==> src/hw/intdiv_params.svh <==
/*
 * Radix-4 divider width parameters
 * Operand width and the widths derived from it
 */

`ifndef INTDIV_PARAMS_SVH
`define INTDIV_PARAMS_SVH

// Operand width in bits, must be even
`define DIV_NBITS 32

// Request and response words, also the internal remainder and divisor
`define DIV_MSG_NBITS (2 * `DIV_NBITS)

// Countdown state width
// Holds idle, done and DIV_NBITS/2 calculate states
`define DIV_STATE_NBITS ($clog2(`DIV_NBITS) + 1)

`endif
==> src/hw/intdiv_pkg.sv <==
/*
 * Radix-4 divider shared constants
 * Controller state codes and message field positions
 */

`default_nettype none

`include "intdiv_params.svh"

package intdiv_pkg;

  // --------------------------------------------------------------------
  // Controller countdown states
  // --------------------------------------------------------------------

  // Waiting for a request
  localparam logic [`DIV_STATE_NBITS-1:0] state_idle = `DIV_STATE_NBITS'(0);
  // Result held until the response is taken
  localparam logic [`DIV_STATE_NBITS-1:0] state_done = `DIV_STATE_NBITS'(1);
  // First iteration, the count runs down to 2
  localparam logic [`DIV_STATE_NBITS-1:0] state_calc =
    `DIV_STATE_NBITS'(`DIV_NBITS / 2 + 1);

  // --------------------------------------------------------------------
  // Message layout
  // --------------------------------------------------------------------

  // Upper field: divisor in a request, quotient in a response
  localparam int msg_hi_lsb  = `DIV_NBITS;
  // Quotient bits produced per iteration
  localparam int digit_nbits = 2;

endpackage

`default_nettype wire

==> src/hw/intdiv.sv <==
/*
 * Radix-4 unsigned integer divider
 * Valid/ready request of divisor and dividend, response of quotient and remainder
 */

`timescale 1ns/1ps
`default_nettype none

`include "intdiv_params.svh"

module intdiv (
  input  logic                      clk,
  input  logic                      rst_n,

  // Request: divisor in the upper half, dividend in the lower half
  input  logic [`DIV_MSG_NBITS-1:0] req_msg,
  input  logic                      req_val,
  output logic                      req_rdy,

  // Response: quotient in the upper half, remainder in the lower half
  output logic [`DIV_MSG_NBITS-1:0] resp_msg,
  output logic                      resp_val,
  input  logic                      resp_rdy
);

  // Controller strobes
  logic load;
  logic iterate;

  // --------------------------------------------------------------------
  // Controller
  // --------------------------------------------------------------------

  intdiv_ctrl ctrl0 (
    .clk      (clk),
    .rst_n    (rst_n),
    .req_val  (req_val),
    .req_rdy  (req_rdy),
    .resp_val (resp_val),
    .resp_rdy (resp_rdy),
    .load     (load),
    .iterate  (iterate)
  );

  // --------------------------------------------------------------------
  // Datapath
  // --------------------------------------------------------------------

  intdiv_dpath dpath0 (
    .clk      (clk),
    .rst_n    (rst_n),
    .load     (load),
    .iterate  (iterate),
    .req_msg  (req_msg),
    .resp_msg (resp_msg)
  );

endmodule

`default_nettype wire

==> src/hw/intdiv_dpath.sv <==
/*
 * Radix-4 divider datapath
 * Remainder, divisor and quotient registers around one iteration step
 */

`timescale 1ns/1ps
`default_nettype none

`include "intdiv_params.svh"

module intdiv_dpath
  import intdiv_pkg::*;
(
  input  logic                      clk,
  input  logic                      rst_n,
  input  logic                      load,
  input  logic                      iterate,
  input  logic [`DIV_MSG_NBITS-1:0] req_msg,
  output logic [`DIV_MSG_NBITS-1:0] resp_msg
);

  // Working registers
  logic [`DIV_MSG_NBITS-1:0] remainder_q;
  logic [`DIV_MSG_NBITS-1:0] divisor_q;
  logic [`DIV_NBITS-1:0]     quotient_q;

  // Step results
  logic [`DIV_MSG_NBITS-1:0] step_remainder;
  logic [digit_nbits-1:0]    step_digit;

  // Operands as loaded from the request
  logic [`DIV_MSG_NBITS-1:0] load_remainder;
  logic [`DIV_MSG_NBITS-1:0] load_divisor;

  // --------------------------------------------------------------------
  // Operand unpacking
  // --------------------------------------------------------------------

  // Dividend zero-extended into the low half
  assign load_remainder = {{`DIV_NBITS{1'b0}}, req_msg[msg_hi_lsb-1:0]};

  // Divisor left-aligned one bit below the top, so the first trial
  // weighs quotient bit DIV_NBITS-1
  assign load_divisor = {1'b0, req_msg[`DIV_MSG_NBITS-1:msg_hi_lsb],
                         {(`DIV_NBITS-1){1'b0}}};

  // --------------------------------------------------------------------
  // Iteration step
  // --------------------------------------------------------------------

  intdiv_step step0 (
    .remainder      (remainder_q),
    .divisor        (divisor_q),
    .next_remainder (step_remainder),
    .digit          (step_digit)
  );

  // --------------------------------------------------------------------
  // Registers
  // --------------------------------------------------------------------

  always_ff @(posedge clk or negedge rst_n) begin
    if (!rst_n) begin
      remainder_q <= '0;
    end else if (load) begin
      remainder_q <= load_remainder;
    end else if (iterate) begin
      remainder_q <= step_remainder;
    end
  end

  // Two quotient bits consumed per step
  always_ff @(posedge clk or negedge rst_n) begin
    if (!rst_n) begin
      divisor_q <= '0;
    end else if (load) begin
      divisor_q <= load_divisor;
    end else if (iterate) begin
      divisor_q <= divisor_q >> digit_nbits;
    end
  end

  // New digit shifts in at the bottom
  always_ff @(posedge clk or negedge rst_n) begin
    if (!rst_n) begin
      quotient_q <= '0;
    end else if (load) begin
      quotient_q <= '0;
    end else if (iterate) begin
      quotient_q <= {quotient_q[`DIV_NBITS-digit_nbits-1:0], step_digit};
    end
  end

  // --------------------------------------------------------------------
  // Response packing
  // --------------------------------------------------------------------

  // Upper half of the remainder register is zero once iteration ends
  assign resp_msg[`DIV_MSG_NBITS-1:msg_hi_lsb] = quotient_q;
  assign resp_msg[msg_hi_lsb-1:0]              = remainder_q[msg_hi_lsb-1:0];

endmodule

`default_nettype wire

==> src/hw/intdiv_ctrl.sv <==
/*
 * Radix-4 divider controller
 * Idle, calculate countdown and done states with the valid/ready outputs
 */

`timescale 1ns/1ps
`default_nettype none

`include "intdiv_params.svh"

module intdiv_ctrl
  import intdiv_pkg::*;
(
  input  logic clk,
  input  logic rst_n,
  input  logic req_val,
  output logic req_rdy,
  output logic resp_val,
  input  logic resp_rdy,
  output logic load,
  output logic iterate
);

  logic [`DIV_STATE_NBITS-1:0] state_q;
  logic [`DIV_STATE_NBITS-1:0] state_d;

  // State decode
  logic is_idle;
  logic is_done;
  logic is_calc;

  // Handshake transfers
  logic req_xfer;
  logic resp_xfer;

  assign is_idle = (state_q == state_idle);
  assign is_done = (state_q == state_done);
  assign is_calc = !is_idle && !is_done;

  assign req_xfer  = req_val && req_rdy;
  assign resp_xfer = resp_val && resp_rdy;

  // --------------------------------------------------------------------
  // Next state
  // --------------------------------------------------------------------

  always_comb begin
    state_d = state_q;
    if (is_idle) begin
      if (req_xfer) begin
        state_d = state_calc;
      end
    end else if (is_done) begin
      if (resp_xfer) begin
        state_d = state_idle;
      end
    end else begin
      // Last calculate state is 2, which lands on done
      state_d = state_q - 1'b1;
    end
  end

  always_ff @(posedge clk or negedge rst_n) begin
    if (!rst_n) begin
      state_q <= state_idle;
    end else begin
      state_q <= state_d;
    end
  end

  // --------------------------------------------------------------------
  // Outputs
  // --------------------------------------------------------------------

  // Datapath keeps sampling the request while idle
  assign req_rdy = is_idle;
  assign load    = is_idle;

  assign iterate  = is_calc;
  assign resp_val = is_done;

endmodule

`default_nettype wire

==> src/hw/intdiv_step.sv <==
/*
 * Radix-4 divider iteration
 * Two restoring trial subtractions give the next remainder and a quotient digit
 */

`timescale 1ns/1ps
`default_nettype none

`include "intdiv_params.svh"

module intdiv_step
  import intdiv_pkg::*;
(
  input  logic [`DIV_MSG_NBITS-1:0] remainder,
  input  logic [`DIV_MSG_NBITS-1:0] divisor,
  output logic [`DIV_MSG_NBITS-1:0] next_remainder,
  output logic [digit_nbits-1:0]    digit
);

  // First trial, against the full divisor
  logic [`DIV_MSG_NBITS-1:0] diff_full;
  logic                      neg_full;
  logic [`DIV_MSG_NBITS-1:0] mid_remainder;

  // Second trial, against half the divisor
  logic [`DIV_MSG_NBITS-1:0] half_divisor;
  logic [`DIV_MSG_NBITS-1:0] diff_half;
  logic                      neg_half;

  // --------------------------------------------------------------------
  // Upper quotient bit
  // --------------------------------------------------------------------

  // The divisor register keeps its top bit clear, so the MSB of the
  // difference is a reliable sign
  assign diff_full = remainder - divisor;
  assign neg_full  = diff_full[`DIV_MSG_NBITS-1];

  // Restore on a negative result
  always_comb begin
    if (neg_full) begin
      mid_remainder = remainder;
    end else begin
      mid_remainder = diff_full;
    end
  end

  // --------------------------------------------------------------------
  // Lower quotient bit
  // --------------------------------------------------------------------

  assign half_divisor = divisor >> 1;
  assign diff_half    = mid_remainder - half_divisor;
  assign neg_half     = diff_half[`DIV_MSG_NBITS-1];

  always_comb begin
    if (neg_half) begin
      next_remainder = mid_remainder;
    end else begin
      next_remainder = diff_half;
    end
  end

  // A trial that stays non-negative contributes a one
  assign digit = {~neg_full, ~neg_half};

endmodule

`default_nettype wire

==> config.mk <==
export PLATFORM = sky130hd
export DESIGN_NAME = intdiv
export DESIGN_NICKNAME = d
export VERILOG_FILES = /design/src/hw/intdiv_pkg.sv /design/src/hw/intdiv.sv /design/src/hw/intdiv_dpath.sv /design/src/hw/intdiv_ctrl.sv /design/src/hw/intdiv_step.sv
export VERILOG_INCLUDE_DIRS = /design/src /design/src/hw
export SDC_FILE = /design/constraint.sdc
export NUM_CORES = 1
export LEC_CHECK = 0
export BUFFER_PORTS_ARGS = -buffer_cell sky130_fd_sc_hd__buf_2
export CAP_MARGIN = 20
export CORE_MARGIN = 2
export CORE_UTILIZATION = 50
export CTS_CLUSTER_DIAMETER = 80
export DETAILED_ROUTE_END_ITERATION = 8
export PLACE_DENSITY = 0.66
export RECOVER_POWER = 25
export SLEW_MARGIN = 15
export SYNTH_ARGS = -nofsm -noshare
export SYNTH_HDL_FRONTEND = slang
export SYNTH_SLANG_ARGS = --single-unit
==> constraint.sdc <==
create_clock -name clk -period 10.4 [get_ports clk]
set_input_delay 1.04 -clock clk [delete_from_list [all_inputs] [get_ports clk]]
set_output_delay 1.04 -clock clk [all_outputs]
set_load 0.005 [all_outputs]
Yosys cells after proc, flatten, opt, wreduce, memory -nomap -nowiden
Cells that the tools add are included.
{"block": "op_classes", "addsub": 3, "multipliers": 0, "div": 0, "magnitude_cmp": 0, "n_eq_ne": 3, "n_shift": 0, "mux": 12, "bitwise_logic": 2, "n_reduce_logical": 8}
{"op": "64-bit two-way mux", "count": 6}
{"op": "32-bit two-way mux", "count": 2}
{"op": "64-bit by 63-bit subtractor with 64-bit output", "count": 1}
{"op": "64-bit subtractor", "count": 1}
{"op": "6-bit two-way mux", "count": 4}
{"op": "6-bit by 1-bit == test with 1-bit output, second input constant", "count": 1}
{"op": "6-bit zero test", "count": 1}
{"op": "6-bit by 1-bit subtractor with 6-bit output, second input constant", "count": 1}
{"op": "1-bit logical AND", "count": 3}
{"op": "3-bit by 2-bit != test with 1-bit output, second input constant", "count": 1}
{"op": "1-bit zero test", "count": 2}
{"op": "2-bit != test, second input constant", "count": 1}
{"op": "1-bit inverter", "count": 2}
{"op": "2-bit AND reduction", "count": 1}
{"op": "2-bit nonzero test", "count": 1}
{"block": "word_totals", "ff_bits": 166, "latch_bits": 0, "ram_bits": 0, "rom_bits": 0, "input_bits": 68, "output_inout_bits": 66, "word_cells": 32, "memories": 0}

Depth between registers and ports, before layout
Gate-level depths: netlist (run 1).
{"block": "logic_depth", "ltp_word": 6, "ltp_mapped": 41, "ltp_nobuf": 36}

By module
Synthesis (run 1) repeated with hierarchy kept, for this count alone.
{"block": "unflattened", "cells_unflattened": 2070, "area_unflattened_um2": 16915.0}
{"module": "intdiv_step", "n_inst": 1, "cells_per_inst": 1408, "area_per_inst_um2": 9454.1, "seq_area_each_um2": 0.0}
{"module": "intdiv_dpath", "n_inst": 1, "cells_per_inst": 617, "area_per_inst_um2": 7019.2, "seq_area_each_um2": 3978.8}
{"module": "intdiv_ctrl", "n_inst": 1, "cells_per_inst": 45, "area_per_inst_um2": 441.7, "seq_area_each_um2": 150.1}

Worst setup path after synthesis (run 1)
No wires, ideal clock.
{"block": "synth_path", "path_kind": "reg2reg", "from": "reg dpath0.remainder_q[10]", "to": "reg dpath0.remainder_q[28]", "setup_ns": 0.125, "arrival_time_ns": 7.727, "required_ns": 10.275, "slack_ns": 2.548, "stages_incl_launch_ff": 36, "n_path_buf": 4, "period_less_slack_ns": 7.852, "path_cell_list": "dfrtp_1 ha_1 a21o_1 o21bai_1 a221o_1 a31oi_2 o41ai_4 a31oi_4 o211ai_1 nand2_1 o221ai_1 nor3_1 o21bai_1 a21o_1 ha_1 clkbuf_1 clkbuf_1 mux2_2 ha_1 a21o_1 a21o_1 a21o_1 or4_4 a311oi_4 o211ai_2 a21bo_2 a21oi_4 o31ai_1 a21oi_1 nand2_1 ha_1 clkbuf_1 clkbuf_1 mux2i_1 a21oi_1 mux2_2"}
{"block": "synth_between", "elab_chain_cells": 6}
{"element": "start: declaration", "line_no": "intdiv_dpath.sv:23", "source": "logic [`DIV_MSG_NBITS-1:0] remainder_q;"}
{"element": "start signal: assignment", "line_no": "intdiv_dpath.sv:66", "source": "remainder_q <= load_remainder;"}
{"element": "start signal: assignment", "line_no": "intdiv_dpath.sv:68", "source": "remainder_q <= step_remainder;"}
{"element": "64-bit subtractor", "line_no": "intdiv_step.sv:36", "source": "assign diff_full = remainder - divisor;"}
{"element": "64-bit two-way mux (*)", "line_no": "intdiv_step.sv:41", "source": "if (neg_full) begin"}
{"element": "64-bit by 63-bit subtractor with 64-bit output", "line_no": "intdiv_step.sv:53", "source": "assign diff_half = mid_remainder - half_divisor;"}
{"element": "64-bit two-way mux (*)", "line_no": "intdiv_step.sv:57", "source": "if (neg_half) begin"}
{"element": "64-bit two-way mux (*)", "line_no": "intdiv_dpath.sv:67", "source": "end else if (iterate) begin"}
{"element": "64-bit two-way mux (*)", "line_no": "intdiv_dpath.sv:65", "source": "end else if (load) begin"}
Every way passes the cells marked *; elsewhere a longest branch is shown, timed or not. The select of a mux whose other input is x is not followed.
A chain may end at the register's enable or synchronous reset.

Final worst setup path (run 1)
{"block": "layout_path", "from": "reg dpath0.remainder_q[1]", "to": "reg dpath0.remainder_q[16]"}
The elaborated chain is that of the path after synthesis.

==> out/metrics.yaml, run 1 <==
outcome:
  status: "finished, violations left"
  failed_checks: "max-capacitance violations, max-slew violations"
drt:
  maxUsedRoutingLayer: "met5"
  drt_wl_total_um: 49700
  route.met2.wl_um: 21000
  post_drt_wl_per_cell_um: 20.8
  wl_met1_um: 23700
  num_vias: 14800
  wl_met3_um: 4060
  dr.pass1.iters: 6
  drc: 0
  viasPerCell: 6.22
  ant_nets: 0
  drt_iter0_markers: 1553
setup_path:
  slowest_delay_ps: 690
  r2r_slack_ps: 1010
  path_class: "register to register"
  worstPathMaxFanout: 37
  crit_top_cell: "a21o_1"
  cp-start-kind: "register"
  path_delay_family: "compound AO/OA/AOI/OAI gates"
  required_ps: 10790
  path_buf_inv: 2
  cp_slowest_cell: "o41ai_4"
  crit_arrival_ps: 9790
  end_kind: "register"
sta:
  period_minus_slack_ps: 9390
  skew_ps: 12.3
  hold_viol: 0
  tns_ps: 0
  final.period_utilization_pct: 90.3
  fmax_mhz: 106
  setup_viol: 0
  finalMaxSlewViolations: 95
  worst_pin_slew_ps: 5570
  slew_headroom_pct: -271
  rsz0062_at_grt: "no"
clocking:
  cts_resized: 0
  clk_path_buf_depth: 2
  cts_setup_buffers: 0
  clk_pin_slew_worst_paths_ps: 80
  postCtsHoldBufs: 0
  clock-sinks: 165
  cts_tree: "yes"
  clk-insertion-delay-late_ps: 460
  cts-htree-levels: 4
  clock-root-buffer: "clkbuf_16"
  cts-buffers-inserted: 17
floorplan:
  fp.dieH_um: 180
  die-area_um2: 32400
  io_pins: 134
  core-area_um2: 30500
  start_util_pct: 50.8
  die_w_um: 180
  std_cell_rows: 64
cells_and_area:
  num-fill-cells: 2904
  area_growth_pct: 8.31
  fin_nets: 2176
  drive_gt1_share_pct: 14.0
yosys:
  yosysSeqAreaShare_pct: 26.7
  synth_top_flop_cell: "dfrtp_1"
  avgSynthCellArea_um2: 7.96
  synthArstFlopShare_pct: 100
  synth-edff-count: 0
  synth_top_area_share_pct: 26.7
  yosysTopAreaCell: "dfrtp_1"
  yosys_warnings: 0
  synth_nets: 2145
  ys_types: 83
  syn_area_um2: 15500
  synthTopCellsByArea: "dfrtp_1 27%, ha_1 11%, nand2_1 6.5%"
  synth-seq-cells: 165
  synth_cells: 1945
global_routing:
  grt_pass1_vias: 14100
  grt_max_degree: 95
  grt_pass1_wl_um: 78400
  antenna_found_initial: 3
  track_usage_pct: 30.2
  grt_overflow_total: 0
placed_design:
  hpwl_um: 36400
  numPortBuffers: 133
  gp_congestion: 0.969
job:
  drv_cap: 1
hold_path:
  hold_path_class: "register to register"
-- placed cells by master, fill, tap and decap left out, types with 5 or more instances in the layout --
master     Yosys  routed
ha_1         130     128
clkbuf_16      0      17
nor2_1       134     132
xor2_1        48      48
o211ai_1      21      21
a211oi_1       7       7
a31oi_1       53      53
and2_1         8       8
nand2b_1      12      11
a221o_1       10      10
nor3_1        23      23
o21ai_0      111     111
inv_1        103     102
o21ai_1       12      12
nand4_1       27      27
nand2_1      267     267
o21bai_1      25      25
o31ai_1        8       7
mux2_2        64      64
a21o_1       107     107
o22ai_1       12      12
buf_2          2     129
a21boi_0       5       5
a21oi_1      172     172
a31o_2         6       6
and3_1        24      24
mux2i_1        6       6
or3_1          6       6
o21a_1         9       9
xnor2_1       66      66
a22oi_1       19      19
nor2b_1       12      12
dfrtp_1      165     165
a22o_1        34      34
clkinv_8       0       5
buf_4         32      17
nand3_1       27      25
-- tightest hold or removal path, stage by stage (launching register included) --
cell	delay [ps]
dfrtp_1	350
nand3_1	60
o21ai_0	60
-- state kept, by name, indices dropped and copies added (netlist names) --
name	cells
ctrl0.state_q	6
dpath0.divisor_q	63
dpath0.quotient_q	32
dpath0.remainder_q	64
-- cell usage after synthesis (all sizes together) (3+ instances only) --
cell type / count
nor2: 134
a41oi: 3
o211ai: 22
a21boi: 6
mux2i: 6
nand3: 27
a21o: 107
a21oi: 174
o21ai: 125
xnor2: 67
a31o: 6
inv: 103
a222oi: 3
a211oi: 7
nor3: 23
dfrtp: 165
or3: 6
or2: 4
xor2: 48
a211o: 4
and3: 24
o221ai: 3
mux2: 64
a2111oi: 3
nand2b: 12
a22oi: 19
and2: 8
o31ai: 9
nand2: 267
clkbuf: 90
o41ai: 4
a22o: 34
o31a: 3
ha: 130
o21a: 9
buf: 48
o21bai: 26
o22ai: 12
nand4: 27
o2111ai: 3
a31oi: 55
a221oi: 5
nor2b: 12
a221o: 10
-- path summary, 6_finish.rpt --
check	startpoint	end	cells past startpoint
max in group asynchronous	rst_n	dpath0.divisor_q[1]	1
hold reg to reg	dpath0.divisor_q[9]	dpath0.divisor_q[9]	2
setup reg to reg	dpath0.remainder_q[1]	dpath0.remainder_q[16]	33
min in group asynchronous	rst_n	dpath0.remainder_q[12]	1
setup / recovery	dpath0.remainder_q[1]	dpath0.remainder_q[16]	33
hold / removal	dpath0.divisor_q[9]	dpath0.divisor_q[9]	2
-- layer usage --
layer  up-vias  GRT usage [%]
met4         4           6.80
met5         -              0
li1       7034              -
met1      7137           45.6
met3        66           5.49
met2       583           44.8
-- stage by stage --
step	util (%)	cell area (µm²)	hold WS [ps]	std cells	setup WS, ps
floorplan	-	15500	462	1945	2550
CTS	55.0	16800	509	2384	1160
global route	55.0	16800	537	2385	495
finish	55.0	16800	502	2385	1010
detailed placement	53.1	16200	491	2353	1210
global placement	53.1	16200	482	2353	1390
-- cells by family after synthesis --
family                     synth area share, %
DFF                                       26.7
xor gates and xnor gates                  6.55
AOI/OAI and AO/OA                         28.6
and+or+nand+nor                           15.7
muxes                                     5.04
buffers and inverters                     6.66
adders and majority gates                 10.8
-- cell type report --
type,count,area (µm²),share of cell area (%)
clock inverter,14,165,0.985
inverter,104,390,2.33
timing repair buffer,150,788,4.70
multi-input combinational,1538,10400,61.9
antenna,1,2.50,0.0149
clock buffer,17,425,2.54
sequential,165,4130,24.6
tap,396,495,2.95
Power of run 1 is left out: the tool's default activity adds up to more than one toggle a clock period on the data nets, which glitch-free logic cannot reach.
==> inputs of run 2 (changes only) <==
--- a/config.mk
+++ b/config.mk
@@ -9,10 +9,10 @@
 export BUFFER_PORTS_ARGS = -buffer_cell sky130_fd_sc_hd__buf_2
 export CAP_MARGIN = 20
 export CORE_MARGIN = 2
-export CORE_UTILIZATION = 50
+export CORE_UTILIZATION = 45
 export CTS_CLUSTER_DIAMETER = 80
 export DETAILED_ROUTE_END_ITERATION = 8
-export PLACE_DENSITY = 0.66
+export PLACE_DENSITY = 0.6
 export RECOVER_POWER = 25
 export SLEW_MARGIN = 15
 export SYNTH_ARGS = -nofsm -noshare
==> constraint.sdc (replaced) <==
create_clock -name clk -period 10.4 [get_ports clk]
set_input_delay 1.56 -clock clk [delete_from_list [all_inputs] [get_ports clk]]
set_output_delay 1.56 -clock clk [all_outputs]
set_load 0.005 [all_outputs]
==> out/metrics.yaml, run 2 (same netlist as run 1, synthesis figures left out) <==
drt:
  drt_iter0_markers: 1108  # was 1,553
  num_vias: 14600  # was 14.8k
  post_drt_wl_per_cell_um: 20.9  # was 20.8 µm
  viasPerCell: 5.99  # was 6.22
  drc: 0  # unchanged
  dr.pass1.iters: 6  # unchanged
  ant_nets: 0  # unchanged
  drt_wl_total_um: 50800  # was 49,700 µm
clocking:
  cts-buffers-inserted: 17  # unchanged
  postCtsHoldBufs: 0  # unchanged
  cts_setup_buffers: 0  # unchanged
  clock-sinks: 165  # unchanged
  clk-insertion-delay-late_ps: 460  # about the same
  clk_pin_slew_worst_paths_ps: 80  # about the same
  clk_path_buf_depth: 2  # unchanged
  cts_tree: "yes"  # unchanged
  clock-root-buffer: "clkbuf_16"  # unchanged
  cts-htree-levels: 4  # unchanged
  cts_resized: 0  # unchanged
hold_path:
  min_from: "ctrl0.state_q[2]"  # was dpath0.divisor_q[9]
  hold_path_class: "register to register"  # unchanged
setup_path:
  required_ps: 10720  # was 10,790 ps
  end_kind: "register"  # unchanged
  crit_start: "dpath0.remainder_q[1]"  # unchanged
  crit_arrival_ps: 9980  # was 9790 ps
  worstPathMaxFanout: 33  # was 37
  rr_startpoint: "dpath0.remainder_q[1]"  # unchanged
  slowest_delay_ps: 690  # about the same
  path_class: "register to register"  # unchanged
  cp-start-kind: "register"  # unchanged
  path_buf_inv: 1  # was 2
  crit_top_cell: "nor2b_1"  # was a21o_1
  cp_slowest_cell: "o41ai_4"  # unchanged
  path_delay_family: "compound AO/OA/AOI/OAI gates"  # unchanged
cells_and_area:
  area_growth_pct: 8.76  # was 8.31%
  largest_register_ffs: 64  # unchanged
  fin_nets: 2174  # was 2,176
  layout_commonest_cell: "nand2_1"  # unchanged
  largest_register: "dpath0.remainder_q"  # unchanged
  layout.cells.most_common_list: "267 x nand2_1, 172 x a21oi_1, 165 x dfrtp_1, 132 x nor2_1, 132 x buf_2"  # was 267 x nand2_1, 172 x a21oi_1, 165 x dfrtp_1, 132 x nor2_1, 129 x buf_2
  top_regs: "dpath0.remainder_q x64, dpath0.divisor_q x63, dpath0.quotient_q x32"  # unchanged
  drive_gt1_share_pct: 13.9  # was 14.0%
  n_antenna_cell: 0  # was 1
job:
  drv_cap: 3  # was 1
global_routing:
  grt_pass1_wl_um: 79500  # was 78,400 µm
  grt_max_degree: 73  # was 95
  track_usage_pct: 28.3  # was 30.2%
  grt_pass1_vias: 14100  # about the same
  antenna_found_initial: 0  # was 3
  grt_overflow_total: 0  # unchanged
floorplan:
  die_w_um: 190  # was 180 µm
  fp.dieH_um: 190  # was 180 µm
  core-area_um2: 33700  # was 30,500 µm²
  die-area_um2: 35900  # was 32,400 µm²
  std_cell_rows: 67  # was 64
  io_pins: 134  # unchanged
  start_util_pct: 45.9  # was 50.8%
sta:
  slew_headroom_pct: -118  # was -271%
  tns_ps: 0  # unchanged
  rsz0062_at_grt: "no"  # unchanged
  skew_ps: 19.2  # was 12.3 ps
  hold_viol: 0  # unchanged
  final.period_utilization_pct: 92.9  # was 90.3%
  setup_viol: 0  # unchanged
  fmax_mhz: 104  # was 106 MHz
  finalMaxSlewViolations: 140  # was 95
  worst_pin_slew_ps: 3270  # was 5570 ps
  period_minus_slack_ps: 9660  # was 9390 ps
placed_design:
  numPortBuffers: 133  # unchanged
  hpwl_um: 37700  # was 36,400 µm
  gp_congestion: 0.936  # was 0.969
outcome:
  status: "finished, violations left"  # unchanged
  failed_checks: "max-capacitance violations, max-slew violations"  # unchanged
==> run 2: changes by cell type in the layout (fill, tap and decap cells not counted), moves of 2 or more <==
cell	previous run	this run
buf_4	17	12
clkinv_8	5	1
buf_2	129	132
clkinv_4	0	3
inv_8	3	6
clkinvlp_4	2	0
inv_6	4	2
==> run 2: final timing paths <==
path                                     endpoint  slack, ps  depth (start not counted)
setup / recovery           dpath0.remainder_q[25]        740                         33
hold / removal                   ctrl0.state_q[2]        500                          1
setup reg to reg           dpath0.remainder_q[25]        740                         33
hold reg to reg                  ctrl0.state_q[2]        500                          1
max in group asynchronous    dpath0.divisor_q[40]       4270                          3
min in group asynchronous  dpath0.remainder_q[12]       2160                          1
==> run 2: layout make-up <==
cell class | instances | area (µm²)
repair buffers | 148 | 782
well taps | 448 | 561
multi-input cells | 1538 | 10400
inverters | 104 | 390
flip-flops and latches | 165 | 4130
clock buffers | 19 | 433
fillers | 3343 | 16900
clock inverters | 13 | 158
==> run 2: layer usage <==
metal | track usage, % | wire length (µm) | vias up
li1 | - | - | 7016
met1 | 41.4 | 24400 | 7048
met2 | 43.2 | 22100 | 468
met3 | 5.15 | 3390 | 51
met4 | 6.35 | 923 | 0
met5 | 0 | 0 | -
==> run 2: through the flow <==
stage | setup slack [ps] | hold slack, ps | area [µm²] | util, % | std cells
final | 741 | 502 | 16800 | 50.0 | 2435
after floorplan | 2550 | 462 | 15500 | - | 1945
after detailed placement | 960 | 489 | 16300 | 48.3 | 2403
after CTS | 935 | 508 | 16900 | 50.0 | 2435
after global routing | 388 | 525 | 16800 | 50.0 | 2435
after global placement | 1180 | 486 | 16300 | 48.3 | 2403
Power of run 2 is left out for the same reason.
